<file path="src/stream_pkg.sv">
`default_nettype none

package stream_pkg;

	// Stream geometry of the switch
	localparam int PIXEL_WIDTH = 8;
	localparam int SRC_NUM     = 4;
	localparam int DST_NUM     = 4;

	// One pixel as carried by a beat
	typedef logic [PIXEL_WIDTH-1:0] pixel_t;

	// Sinks a source sends to, bit d selects sink d
	typedef logic [DST_NUM-1:0] dst_bmp_t;

	// Sources that feed one sink, bit s stands for source s
	typedef logic [SRC_NUM-1:0] src_bmp_t;

endpackage

`default_nettype wire
</file>
<file path="src/pix_stream_if.sv">
`timescale 1ns/1ns
`default_nettype none

interface pix_stream_if;
	import stream_pkg::*;

	logic   valid;
	pixel_t data;
	// Start of frame
	logic   user;
	// End of line
	logic   last;
	logic   ready;

	modport source (
		output valid,
		output data,
		output user,
		output last,
		input  ready
	);

	modport sink (
		input  valid,
		input  data,
		input  user,
		input  last,
		output ready
	);

endinterface

`default_nettype wire

</file>
<file path="src/pixel_switch_top.sv">
`timescale 1ns/1ns
`default_nettype none

module pixel_switch_top (
	input  logic                         clk,
	input  logic                         resetn,

	// Source streams, indexed by source
	input  logic [stream_pkg::SRC_NUM-1:0] s_valid,
	input  stream_pkg::pixel_t             s_data [stream_pkg::SRC_NUM],
	input  logic [stream_pkg::SRC_NUM-1:0] s_user,
	input  logic [stream_pkg::SRC_NUM-1:0] s_last,
	output logic [stream_pkg::SRC_NUM-1:0] s_ready,
	input  stream_pkg::dst_bmp_t           s_dst  [stream_pkg::SRC_NUM],

	// Sink streams, indexed by sink
	output logic [stream_pkg::DST_NUM-1:0] m_valid,
	output stream_pkg::pixel_t             m_data [stream_pkg::DST_NUM],
	output logic [stream_pkg::DST_NUM-1:0] m_user,
	output logic [stream_pkg::DST_NUM-1:0] m_last,
	input  logic [stream_pkg::DST_NUM-1:0] m_ready
);
	import stream_pkg::*;

	dst_bmp_t frame_bmp [SRC_NUM];

	pix_stream_if port_if   [SRC_NUM] ();
	pix_stream_if routed_if [SRC_NUM] ();
	pix_stream_if sink_if   [DST_NUM] ();

	genvar s;
	genvar d;

	generate
		for (s = 0; s < SRC_NUM; s++) begin : g_src
			assign port_if[s].valid = s_valid[s];
			assign port_if[s].data  = s_data[s];
			assign port_if[s].user  = s_user[s];
			assign port_if[s].last  = s_last[s];
			assign s_ready[s]       = port_if[s].ready;

			route_latch u_route_latch (
				.clk       (clk),
				.resetn    (resetn),
				.in        (port_if[s]),
				.out       (routed_if[s]),
				.req_bmp   (s_dst[s]),
				.frame_bmp (frame_bmp[s])
			);
		end
	endgenerate

	// Broadcast frames must reach every selected sink together
	stream_interconnect #(
		.ONE2MANY (1)
	) u_interconnect (
		.clk     (clk),
		.resetn  (resetn),
		.src     (routed_if),
		.src_bmp (frame_bmp),
		.dst     (sink_if)
	);

	generate
		for (d = 0; d < DST_NUM; d++) begin : g_dst
			assign m_valid[d]       = sink_if[d].valid;
			assign m_data[d]        = sink_if[d].data;
			assign m_user[d]        = sink_if[d].user;
			assign m_last[d]        = sink_if[d].last;
			assign sink_if[d].ready = m_ready[d];
		end
	endgenerate

endmodule

`default_nettype wire

</file>
<file path="src/stream_interconnect.sv">
`timescale 1ns/1ns
`default_nettype none

module stream_interconnect #(
	parameter int ONE2MANY = 1
) (
	input  logic                 clk,
	input  logic                 resetn,
	pix_stream_if.sink           src     [stream_pkg::SRC_NUM],
	input  stream_pkg::dst_bmp_t src_bmp [stream_pkg::SRC_NUM],
	pix_stream_if.source         dst     [stream_pkg::DST_NUM]
);
	import stream_pkg::*;

	// Source side, flattened out of the interfaces
	src_bmp_t s_valid;
	src_bmp_t s_user;
	src_bmp_t s_last;
	src_bmp_t s_ready;
	src_bmp_t s_xfer;
	pixel_t   s_data [SRC_NUM];

	// Per sink view of the routing
	src_bmp_t m_src_bmp [DST_NUM];
	src_bmp_t m_hit     [DST_NUM];
	dst_bmp_t m_ready;

	// Output slots
	dst_bmp_t slot_valid;
	dst_bmp_t slot_user;
	dst_bmp_t slot_last;
	pixel_t   slot_data [DST_NUM];
	dst_bmp_t slot_free;
	dst_bmp_t load;

	// Values a slot would load this cycle
	pixel_t   mux_data [DST_NUM];
	dst_bmp_t mux_user;
	dst_bmp_t mux_last;

	genvar s;
	genvar d;

	generate
		for (s = 0; s < SRC_NUM; s++) begin : g_src
			assign s_valid[s] = src[s].valid;
			assign s_data[s]  = src[s].data;
			assign s_user[s]  = src[s].user;
			assign s_last[s]  = src[s].last;
			assign src[s].ready = s_ready[s];

			// Ready rule, an empty bitmap always drains
			if (ONE2MANY != 0) begin : g_all
				assign s_ready[s] = ((slot_free & src_bmp[s]) == src_bmp[s]);
			end else begin : g_any
				assign s_ready[s] = ((slot_free & src_bmp[s]) != '0) || (src_bmp[s] == '0);
			end
		end
	endgenerate

	assign s_xfer = s_valid & s_ready;

	generate
		for (d = 0; d < DST_NUM; d++) begin : g_dst
			// Transpose source bitmaps into the set of sources per sink
			for (s = 0; s < SRC_NUM; s++) begin : g_tr
				assign m_src_bmp[d][s] = src_bmp[s][d];
			end

			assign m_ready[d]   = dst[d].ready;
			assign m_hit[d]     = s_valid & m_src_bmp[d];
			assign slot_free[d] = !slot_valid[d] || m_ready[d];

			// Slot takes a beat only when a routed source actually transfers
			assign load[d] = slot_free[d] && ((s_xfer & m_src_bmp[d]) != '0);

			assign dst[d].valid = slot_valid[d];
			assign dst[d].data  = slot_data[d];
			assign dst[d].user  = slot_user[d];
			assign dst[d].last  = slot_last[d];

			always_ff @(posedge clk) begin
				if (!resetn) begin
					slot_valid[d] <= 1'b0;
				end else if (load[d]) begin
					slot_valid[d] <= 1'b1;
				end else if (m_ready[d]) begin
					slot_valid[d] <= 1'b0;
				end
			end

			always_ff @(posedge clk) begin
				if (load[d]) begin
					slot_data[d] <= mux_data[d];
					slot_user[d] <= mux_user[d];
					slot_last[d] <= mux_last[d];
				end
			end

			// Two sources on one sink would OR their pixels together
			assert property (@(posedge clk) disable iff (!resetn)
				$onehot0(m_hit[d]))
				else $error("stream_interconnect: several sources target sink %0d", d);

			assert property (@(posedge clk) disable iff (!resetn)
				slot_valid[d] && !m_ready[d] |=> slot_valid[d] &&
					$stable(slot_data[d]) && $stable(slot_user[d]) &&
					$stable(slot_last[d]))
				else $error("stream_interconnect: sink %0d changed a stalled beat", d);
		end
	endgenerate

	// OR over the valid sources routed to each sink
	always_comb begin
		for (int i = 0; i < DST_NUM; i++) begin
			mux_data[i] = '0;
			mux_user[i] = 1'b0;
			mux_last[i] = 1'b0;
			for (int j = 0; j < SRC_NUM; j++) begin
				if (m_hit[i][j]) begin
					mux_data[i] = mux_data[i] | s_data[j];
					mux_user[i] = mux_user[i] | s_user[j];
					mux_last[i] = mux_last[i] | s_last[j];
				end
			end
		end
	end

endmodule

`default_nettype wire

</file>
<file path="src/route_latch.sv">
`timescale 1ns/1ns
`default_nettype none

module route_latch (
	input  logic                clk,
	input  logic                resetn,
	pix_stream_if.sink          in,
	pix_stream_if.source        out,
	input  stream_pkg::dst_bmp_t req_bmp,
	output stream_pkg::dst_bmp_t frame_bmp
);
	import stream_pkg::*;

	dst_bmp_t held_bmp;
	logic     sof_beat;
	logic     sof_xfer;

	// Stream passes straight through, no added latency
	assign out.valid = in.valid;
	assign out.data  = in.data;
	assign out.user  = in.user;
	assign out.last  = in.last;
	assign in.ready  = out.ready;

	assign sof_beat = in.valid && in.user;
	assign sof_xfer = sof_beat && out.ready;

	// A start-of-frame beat already routes by its own request
	assign frame_bmp = sof_beat ? req_bmp : held_bmp;

	always_ff @(posedge clk) begin
		if (!resetn) begin
			held_bmp <= '0;
		end else if (sof_xfer) begin
			held_bmp <= req_bmp;
		end
	end

	// Upstream must hold a stalled beat, otherwise part of a frame could be misrouted
	assert property (@(posedge clk) disable iff (!resetn)
		in.valid && !in.ready |=> in.valid && $stable(in.data) &&
			$stable(in.user) && $stable(in.last))
		else $error("route_latch: stalled input beat changed before transfer");

endmodule

`default_nettype wire

</file>
<file path="config.mk">
export PLATFORM = sky130hd
export DESIGN_NAME = pixel_switch_top
export DESIGN_NICKNAME = d
export VERILOG_FILES = /design/src/stream_pkg.sv /design/src/pix_stream_if.sv /design/src/pixel_switch_top.sv /design/src/stream_interconnect.sv /design/src/route_latch.sv
export SDC_FILE = /design/constraint.sdc
export NUM_CORES = 1
export LEC_CHECK = 0
export BUFFER_PORTS_ARGS = -buffer_cell sky130_fd_sc_hd__buf_2
export CAP_MARGIN = 10
export CORE_ASPECT_RATIO = 2
export CORE_UTILIZATION = 57
export DETAILED_ROUTE_END_ITERATION = 8
export PLACE_DENSITY_LB_ADDON = 0.3
export SYNTH_ARGS = -nofsm -noshare
export SYNTH_HDL_FRONTEND = slang
export SYNTH_HIERARCHICAL = 1
export SYNTH_SLANG_ARGS = --single-unit
</file>
<file path="constraint.sdc">
create_clock -name clk -period 3.51 [get_ports clk]
set_input_delay 0.702 -clock clk [delete_from_list [all_inputs] [get_ports clk]]
set_output_delay 0.702 -clock clk [all_outputs]
set_load 0.05 [all_outputs]
</file>
# Word-level counts from Yosys, hierarchy flattened

Memory sizes are Yosys's and may differ from the RTL's.
Index checks and enable logic that the tools add are counted.

Multiplexer cells: 68
Eq/ne operators: 4
Bitwise operators: 49
Reductions and logical operators: 28

Operators with widths:

| cell                | number |
|---|---|
| two-way mux 8 bit   | 16 |
| OR 8 bit            | 12 |
| bitwise AND 4 bit   | 13 |
| two-way mux 1 bit   | 48 |
| OR 1 bit            | 24 |
| equality test 4 bit | 4 |
| two-way mux 4 bit   | 4 |
| nonzero test 4 bit  | 4 |
| logical AND 1 bit   | 12 |
| nonzero test 2 bit  | 4 |
| logical NOT 1 bit   | 4 |
| logical OR 1 bit    | 4 |

Memories kept: 1
Logic and storage cells: 166
Input port bits: 66
Output and inout bits: 48
Bits in writable memories: 32
Bits in registers: 28

Memory list:

| name                     | words | bits a word | read ports | clocked after memory_dff | write ports | line                      | source |
|---|---|---|---|---|---|---|---|
| u_interconnect.slot_data | 4     | 8           | 4          | 0                        | 4           | stream_interconnect.sv:32 | `pixel_t slot_data [DST_NUM];` |

# Depth between registers and ports, before layout

Gate-level depths: netlist of run 1.

Depth after elaboration: 10
Mapped depth: 7
Mapped depth without buffers: 6

# Modules after synthesis

The synthesis of run 1 kept the hierarchy.

Modules (own cells, without submodules):

| module              | cells an instance | area each (sq um) | seq. area each (sq um) | times used |
|---|---|---|---|---|
| stream_interconnect | 260               | 2782.7            | 1281.2                 | 1 |
| route_latch         | 36                | 310.3             | 80.1                   | 4 |
| pixel_switch_top    | 16                | 120.1             | 0.0                    | 1 |

# Least setup slack after synthesis of run 1

OpenSTA, ideal clock, no wires.

Path type: in2out
Start point: input port s_valid[0] (netlist name)
End point: output port s_ready[0] (netlist name)
Required time: 2.808 ns
Stages on the path: 6
Path slack: 0.931 ns
Arrival: 1.877 ns
Buffers on the path: 2
Cell sequence: nand2_1 > mux2_1 > a22o_4 > nor2_1 > buf_4 > buf_4

RTL lines:

| item               | line                   | source |
|---|---|---|
| start: declaration | pixel_switch_top.sv:9  | `input logic [stream_pkg::SRC_NUM-1:0] s_valid,` |
| end: declaration   | pixel_switch_top.sv:13 | `output logic [stream_pkg::SRC_NUM-1:0] s_ready,` |

==> results.yml, run 1 <==
synthesis:
  synth_xor_xnor_area_share_pct: 0
  yosysWarnings: 6
  synthCells: 420
  yosysTopAreaCell: "edfxtp_1"
  synth_nets: 486
  ys_seq_area_share_pct: 38.6
  yosys.area_share.simple_pct: 13.6
  muxShareOfSynthArea_pct: 8.21
  synth_compound_area_share_pct: 23.7
  synth_area_leaders: "edfxtp_1 29%, a22oi_1 14%, buf_4 12%"
  synth_seq_cells: 60
  synth_top_family_by_area: "compound AO/OA/AOI/OAI gates"
  yosys.cell_types.count: 25
  avgSynthCellArea_um2: 9.87
  synth_top_area_share_pct: 29.0
  synthesis.area_mm2: 0.00414
  yosys.area_share.adder_pct: 0
place:
  io_buffers: 113
  place_area_mm2: 0.00417
  hpwl_um: 7760
  dp_slack_ns: 0.467
  place.gp.congestion: 0.890
  dp.cells: 531
worst_setup_path:
  timing.rr.start: "g_src[3].u_route_latch/held_bmp[2]"
  endpoint_kind: "primary output"
  arrival_ns: 2.24
  crit_cells: 6
  start_kind: "primary input"
  crit_family: "buffers and inverters"
  critPathMaxFanout: 10
  cp_slowest_cell: "mux2_1"
  path_cells: "buf_2 -> nand2_1 -> mux2_1 -> a22o_1 -> nor2_1 -> buf_2"
  path_buf_inv: 2
  r2r_slack_ns: 1.15
  cpPeakStageDelay_ns: 0.42
  worstSetupPathType: "primary input to primary output"
  critPathMostFrequentCell: "buf_2"
  endpoint: "s_ready[3]"
  rr_worst_depth: 4
  crit_start: "s_valid[3]"
  critical_path_required_ns: 2.81
  reg2reg_to: "u_interconnect/slot_data[1][6]"
cts:
  htreeDepth: 3
  cts_setup_buffers: 0
  cts_resized: 0
  worstSkewPairLatency_ns: 0.33
  hold_buffers: 0
  cts_buffers: 9
  clock_path_buffers: 2
  cts.clk_slew.worst_paths_ns: 0.05
  clock-sinks: 60
  tritoncts: "done"
  cts_root_buf: "clkbuf_16"
global_route:
  met2_usage_pct: 51.8
  grt_pass1_wl_um: 16500
  antenna_found_initial: 0
  grt_max_degree: 37
  grt_use_met1_pct: 28.7
  use_met3_pct: 6.60
  gr-max-usage-layer: "met2"
  overflow: 0
  grt_pass1_vias: 3313
  grtUsageTotal_pct: 28.8
run:
  drv_cap: 0
power:
  ir_drop_mv: 0.314
  power_per_cell_area_mw_per_mm2: 535
  finalPower_mw: 2.39
  p_leak_nw: 1.92
detailed_routing:
  totalWireLength_um: 10700
  dr.first_iter.drc_count: 317
  wl_per_cell_um: 19.5
  drc_errors: 0
  via_count: 3460
  first_pass_iters: 5
  vias_per_cell: 6.33
  postRouteAntennaNets: 0
layout:
  area_delta_synth_final_pct: 7.70
  drive_gt1_share_pct: 34.4
  num_antenna_cells: 0
  final_cell_area_mm2: 0.00446
  fin_nets: 518
  layout_common_cells: "113 x buf_2, 92 x nand2_1, 80 x a22oi_1"
  fillers: 587
  final_common_cell: "buf_2"
  final-instance-count-excl-fill: 547
  utilization_pct: 63.8
timing:
  setup_viol: 0
  finalHoldViolCount: 0
  timing.hold.ws_ns: 0.455
  finalCritPeriodShare_pct: 83.8
  maxSlewViolCount: 0
  fin_crit_ns: 2.94
  tns_ns: 0
  finalWorstSetupSlack_ns: 0.570
  fin_worst_skew_ns: 0.00498
  fmax_mhz: 340
  slew_headroom_pct: 59.0
  rsz0062_at_grt: "no"
  tightest_slew_ns: 0.616
die:
  rows: 43
  die-width_um: 62.3
  die-area_mm2: 0.00764
  core_mm2: 0.00699
  fp.dieH_um: 123
  initial_utilization_pct: 59.2
  io_pins: 114
hold_path:
  whs_path_depth: 2
  hp-class: "flop to flop"
run_status:
  status: "completed"
==> sequential cells by signal (all words and copies together) (netlist names) <==
register and count:
g_src.u_route_latch/held_bmp 16, u_interconnect/dst.last 4, u_interconnect/dst.user 4, u_interconnect/dst.valid 4, u_interconnect/slot_data 32
==> cells in the mapped netlist <==
library cell and number:
a2111oi_2 8, a211o_1 4, a211o_2 4, a22o_1 4
a22o_4 4, a22oi_1 80, and2_1 16, and3_1 4
buf_1 5, buf_4 64, buf_6 6, buf_8 2
clkbuf_1 15, dfxtp_1 20, edfxtp_1 40, mux2_1 8
mux2_2 8, mux2i_1 16, nand2_1 92, nor2_1 4
nor2b_4 4, o22ai_1 2, o22ai_2 2, o41a_1 4
or3_1 4
==> worst min-delay path by stage <==
stage | startpoint | to | slack, ns
3_5_place_dp | g_src[3].u_route_latch/held_bmp[3] | g_src[3].u_route_latch/held_bmp[3] | 0.45
2_1_floorplan | g_src[0].u_route_latch/held_bmp[0] | g_src[0].u_route_latch/held_bmp[0] | 0.43
6_report | g_src[1].u_route_latch/held_bmp[1] | g_src[1].u_route_latch/held_bmp[1] | 0.46
5_1_grt | g_src[0].u_route_latch/held_bmp[3] | g_src[0].u_route_latch/held_bmp[3] | 0.47
3_3_place_gp | g_src[1].u_route_latch/held_bmp[3] | g_src[1].u_route_latch/held_bmp[3] | 0.44
4_1_cts | g_src[3].u_route_latch/held_bmp[2] | g_src[3].u_route_latch/held_bmp[2] | 0.46
==> cell families after synthesis <==
| family | count (synthesis) |
|---|---|
| AND/OR/NAND/NOR | 124 |
| AO/OA/AOI/OAI | 112 |
| buffers and inverters | 92 |
| flip-flops | 60 |
| multiplexers | 32 |
==> worst reg2reg max path, stage by stage, from the launching register on <==
cell and delay [ns]:
dfxtp_1 0.31, mux2_1 0.36, a22o_1 0.29, a2111oi_2 0.46, or3_1 0.58
==> power by group <==
group | switching [mW] | internal, mW
sequential | 0.0227 | 0.856
combinational | 0.481 | 0.166
clock | 0.300 | 0.563
total | 0.804 | 1.58
==> per-layer routing <==
metal | vias to the layer above | wire length (um)
met1 | 1600 | 3570
li1 | 1564 | -
met4 | 0 | 570
met2 | 241 | 5630
met3 | 55 | 915
met5 | - | 0
==> final cells by class <==
type | count | area [um2] | share of cell area, %
Sequential cell | 60 | 1600 | 35.9
Timing Repair Buffer | 113 | 566 | 12.7
Multi-Input combinational cell | 268 | 1890 | 42.3
Clock buffer | 11 | 243 | 5.44
Clock inverter | 5 | 51.3 | 1.15
Tap cell | 90 | 113 | 2.52
(Power assumes the default switching activity.)
==> run 2, diff against run 1 <==
ABC_AREA = 1   (was default)
CORE_UTILIZATION = 53   (was 57)
clock period = 2.89 ns   (was 3.51 ns; I/O delays follow)
==> run 2 against run 1 <==
Effect of this change: via count up 11%; worst setup slack worse by 0.25 ns; clock power up 7.0%; clock skew down 0.00069 ns; critical endpoint is now s_ready[2]; largest power group unchanged; core utilization down 2.5 points; wire length up 4.1%; die area up 3.1%; synthesized cell count up 26%; total power up 25%; count of clock-buffer cells in the layout up 2.
==> results.yml, run 2 <==
worst_setup_path:
  rr_worst_depth: 9
  critPathMaxFanout: 9
  endpoint: "s_ready[2]"
  endpoint_kind: "primary output"
  worstSetupPathType: "primary input to primary output"
  arrival_ns: 1.99
  start_kind: "primary input"
  critical_path_required_ns: 2.31
  timing.rr.start: "g_src[1].u_route_latch/held_bmp[3]"
  reg2reg_to: "u_interconnect/dst[1].last"
  crit_start: "s_user[2]"
  r2r_slack_ns: 0.92
place:
  io_buffers: 113
  hpwl_um: 8000
  place.gp.congestion: 0.868
detailed_routing:
  dr.first_iter.drc_count: 375
  first_pass_iters: 7
  wl_per_cell_um: 16.3
  via_count: 3843
  drc_errors: 0
  vias_per_cell: 5.63
  totalWireLength_um: 11100
  postRouteAntennaNets: 0
synthesis:
  synthesis.area_mm2: 0.00398
  synth_seq_cells: 60
  avgSynthCellArea_um2: 7.52
  ys_seq_area_share_pct: 40.3
  yosysWarnings: 6
  synth_nets: 595
  synth_area_leaders: "edfxtp_1 30%, buf_4 12%, dfxtp_1 10%"
  yosys.cell_types.count: 16
  async_reset_ff_share_pct: 0
  yosysMostFrequentCell: "nand2_1"
  yosysTopAreaCell: "edfxtp_1"
  synth_top_cells_by_count: "100 x nand2_1, 83 x inv_1, 68 x nor2_1, 64 x buf_4, 52 x o21ai_0"
  synth_flop_cell: "edfxtp_1"
  synth_top_area_share_pct: 30.2
  synthCells: 529
  synth_edf_count: 40
timing:
  tns_ns: 0
  timing.hold.ws_ns: 0.491
  tightest_slew_ns: 0.507
  rsz0062_at_grt: "no"
  slew_headroom_pct: 66.2
  maxSlewViolCount: 0
  finalCritPeriodShare_pct: 88.9
  finalHoldViolCount: 0
  fin_worst_skew_ns: 0.00429
  fin_crit_ns: 2.57
  fmax_mhz: 389
  setup_viol: 0
hold_path:
  hp-class: "primary input to flop"
  min_from: "s_dst[14]"
run_status:
  status: "completed"
layout:
  drive_gt1_share_pct: 24.9
  fillers: 680
  reg_top3: "u_interconnect/slot_data: 32 flops, g_src.u_route_latch/held_bmp: 16 flops"
  layout_common_cells: "113 x buf_2, 100 x nand2_1, 83 x inv_1"
  area_delta_synth_final_pct: 12.0
  regMostFlops: "u_interconnect/slot_data"
  multi_input_area_mm2: 0.00150
  num_antenna_cells: 0
  fin_nets: 652
  seqCellArea_mm2: 0.00160
  final_common_cell: "buf_2"
  largest_reg_flops: 32
global_route:
  antenna_found_initial: 0
  grtUsageTotal_pct: 29.3
  grt_pass1_vias: 3867
  grt_max_degree: 18
  grt_pass1_wl_um: 17500
  overflow: 0
cts:
  worstSkewPairLatency_ns: 0.33
  htreeDepth: 3
  cts_resized: 0
  clock-sinks: 60
  cts_buffers: 9
  tritoncts: "done"
  cts_setup_buffers: 0
  hold_buffers: 0
  cts.clk_slew.worst_paths_ns: 0.05
  clock_path_buffers: 2
  cts_root_buf: "clkbuf_16"
power:
  p_leak_nw: 2.27
  p_seq_share_pct: 37.5
  sw_frac_of_total_pct: 37.5
  finalPower_mw: 3.00
  power_per_cell_area_mw_per_mm2: 673
  ir_drop_mv: 0.382
  power_switching_mw: 1.12
  pwr-share-comb_pct: 31.7
  pwr-share-clk_pct: 30.8
  p_int_mw: 1.87
die:
  core_mm2: 0.00727
  die-area_mm2: 0.00788
  die-width_um: 63.3
  rows: 44
  io_pins: 114
  initial_utilization_pct: 54.7
  fp.dieH_um: 125
run:
  drv_cap: 0
==> run 2: cell count changes after synthesis, sizes merged, moves of 11 or more <==
cell,before,now
clkbuf,15,4
nor2,4,72
mux2i,16,0
a22oi,80,0
o21ai,0,52
mux2,16,0
and2,16,0
inv,0,85
a221oi,0,40
nand3,0,20
nand4,0,12
==> run 2: power by group through the flow <==
| stage | registers (mW) | logic [mW] | clock network [mW] |
|---|---|---|---|
| detailed placement | 1.14 | 0.937 | 0 |
| floorplan | 1.39 | 0.501 | 0 |
| CTS | 1.12 | 0.940 | 0.941 |
| finish | 1.12 | 0.949 | 0.923 |
| global placement | 1.14 | 0.923 | 0 |
| global route | 1.13 | 1.00 | 0.986 |
==> run 2: metal layers <==
metal / up-vias / GRT usage (%) / wire [um]
li1: 1812 / - / -
met1: 1742 / 28.4 / 3810
met2: 232 / 53.6 / 6040
met3: 57 / 6.23 / 826
met4: 0 / 19.5 / 453
met5: - / 0 / 0
==> run 2: critical path, cell delays in order <==
cell and delay (ns):
buf_2 0.19, nand2_1 0.18, nand2_1 0.09, o21ai_0 0.10
nand3_1 0.11, nand2_1 0.07, nor2_2 0.32, buf_2 0.34
==> run 2: worst min-delay path by stage <==
stage	end	slack (ns)	cells after the start
floorplan	g_src[0].u_route_latch/held_bmp[0]	0.49	4
global placement	g_src[0].u_route_latch/held_bmp[3]	0.50	4
detailed placement	g_src[0].u_route_latch/held_bmp[0]	0.50	4
CTS	g_src[0].u_route_latch/held_bmp[2]	0.48	3
global route	g_src[2].u_route_latch/held_bmp[2]	0.50	3
finish	g_src[0].u_route_latch/held_bmp[2]	0.49	3
==> run 2: cell type report <==
type | count | area share [%]
multi-input combinational | 304 | 33.7
sequential | 60 | 36.0
clock buffer | 13 | 5.39
timing repair buffer | 126 | 14.9
tap | 92 | 2.58
clock inverter | 3 | 0.309
inverter | 85 | 7.16
==> run 2: through the flow <==
step,cell area [um2],utilization (%),setup WS [ns],instances
final,4450,61.3,0.320,683
after floorplan,3980,-,0.739,529
after global placement,4200,57.8,0.415,667
after CTS,4450,61.3,0.347,683
after detailed placement,4200,57.8,0.321,667
after global routing,4450,61.3,0.179,683
==> run 2: cells by family after synthesis <==
logic type | synth area share (%)
AO/OA/AOI/OAI | 16.4
AND/OR/NAND/NOR | 21.4
buffers and inverters | 22.0
flip-flops | 40.3
==> run 3, diff against run 2 <==
==> constraint.sdc (replaced) <==
create_clock -name clk -period 2.89 [get_ports clk]
set_input_delay 0.4335 -clock clk [delete_from_list [all_inputs] [get_ports clk]]
set_output_delay 0.4335 -clock clk [all_outputs]
set_load 0.05 [all_outputs]
==> run 3 against run 2 <==
Effect of this change: clock skew up 0.0023 ns; die area is the same; design area increased by 0.87%; highest routed layer unchanged; fmax grew 10%; clock power grew 22%; largest power group is now the clock network; sequential power hardly changed; total power is 6.6% higher; via count shrank 0.83%; critical path type unchanged; final cell count shrank 0.44%.
==> results.yml, run 3 (synthesis results as in run 2) <==
layout:
  fillers: 710
  final_cell_area_mm2: 0.00449
  area_delta_synth_final_pct: 13.0
  drive_gt1_share_pct: 25.2
  seqCellArea_mm2: 0.00160
  largest_reg_flops: 32
  fin_nets: 649
  utilization_pct: 61.8
  reg_top3: "u_interconnect/slot_data: 32 flops, g_src.u_route_latch/held_bmp: 16 flops"
  num_antenna_cells: 0
  layout_common_cells: "113 x buf_2, 100 x nand2_1, 83 x inv_1"
  multi_input_area_mm2: 0.00150
  regMostFlops: "u_interconnect/slot_data"
  final-instance-count-excl-fill: 680
  final_common_cell: "buf_2"
die:
  core_mm2: 0.00727
  io_pins: 114
  rows: 44
  die-area_mm2: 0.00788
  fp.dieH_um: 125
  initial_utilization_pct: 54.7
  die-width_um: 63.3
global_route:
  grtUsageTotal_pct: 29.8
  grt_pass1_vias: 3873
  antenna_found_initial: 0
  grt_pass1_wl_um: 17900
  overflow: 0
  grt_max_degree: 18
power:
  ir_drop_mv: 0.344
  power_per_cell_area_mw_per_mm2: 711
  p_leak_nw: 2.28
detailed_routing:
  totalWireLength_um: 11100
  via_count: 3811
  wl_per_cell_um: 16.3
  drc_errors: 0
  postRouteAntennaNets: 0
  vias_per_cell: 5.60
  first_pass_iters: 7
  dr.first_iter.drc_count: 346
timing:
  finalHoldViolCount: 0
  fin_worst_skew_ns: 0.00663
  tightest_slew_ns: 0.561
  setup_viol: 0
  timing.hold.ws_ns: 0.349
  rsz0062_at_grt: "no"
  slew_headroom_pct: 62.5
  finalCritPeriodShare_pct: 80.7
  fin_crit_ns: 2.33
  tns_ns: 0
  fmax_mhz: 429
  maxSlewViolCount: 0
place:
  hpwl_um: 8150
  dp.cells: 664
  place.gp.congestion: 0.881
  place_area_mm2: 0.00418
  io_buffers: 113
cts:
  worstSkewPairLatency_ns: 0.33
  clock-sinks: 60
  cts.clk_slew.worst_paths_ns: 0.05
  cts_buffers: 9
  hold_buffers: 0
  clock_path_buffers: 2
  tritoncts: "done"
  cts_root_buf: "clkbuf_16"
  htreeDepth: 3
  cts_resized: 0
  cts_setup_buffers: 0
worst_setup_path:
  path_cells: "buf_2 -> nand2_1 -> nand2_1 -> o21ai_0 -> nand3_1 -> nand2_1 -> nor2_2 -> buf_4 -> buf_2"
  start_kind: "primary input"
  cp_slowest_cell: "buf_2"
  endpoint_kind: "primary output"
  arrival_ns: 1.90
  critical_path_required_ns: 2.46
  critPathMaxFanout: 9
  critPathMostFrequentCell: "nand2_1"
  worstSetupPathType: "primary input to primary output"
  cpPeakStageDelay_ns: 0.26
hold_path:
  hp-class: "primary input to flop"
run_status:
  status: "completed"
run:
  drv_cap: 0
run 3: cell types whose count changed in the layout (fill, tap and decap cells not counted), sizes merged:
cell	change
clkinvlp	+1
bufinv	+2
buf	-3
clkbuf	-4
inv	+1
run 3: metal layers:
layer,track usage [%],wire length [um],up-vias
met4,23.3,734,0
met5,0,0,-
met1,28.8,3700,1701
li1,-,-,1808
met3,6.04,828,69
met2,53.0,5820,233
run 3: critical path: cells and delay by family:
kind	cells	cell delay (ns)
compound gates	1	0.18
buf+inv	3	0.62
simple gates	5	0.66
run 3: area by class of cell:
cell class / count / area share (%)
repair buffers: 123 / 14.3
clock inverters: 7 / 2.01
clock buffers: 9 / 5.01
flip-flops and latches: 60 / 35.6
multi-input cells: 304 / 33.4
well taps: 92 / 2.56
inverters: 85 / 7.10
run 3: worst paths after layout:
kind,startpoint,endpoint,slack [ns],depth (start not counted)
worst min-delay path,s_dst[2],g_src[3].u_route_latch/held_bmp[2],0.35,3
worst min register to register,g_src[0].u_route_latch/held_bmp[3],g_src[0].u_route_latch/held_bmp[3],0.51,4
worst max register to register,g_src[3].u_route_latch/held_bmp[3],u_interconnect/slot_data[2][1],0.84,9
worst max-delay path,s_valid[1],s_ready[1],0.56,9
run 3: through the flow:
stage	power, mW	setup slack (ns)
2_1_floorplan	1.89	1.03
3_3_place_gp	2.06	0.392
3_5_place_dp	2.07	0.362
4_1_cts	3.20	0.584
5_1_grt	3.31	0.456
6_report	3.19	0.559
run 3: where the power goes:
group          total (mW)  switching (mW)  internal, mW
Sequential           1.12          0.0487          1.07
Combinational       0.938           0.722         0.216
Clock                1.13           0.384         0.750
Total                3.19            1.15          2.04
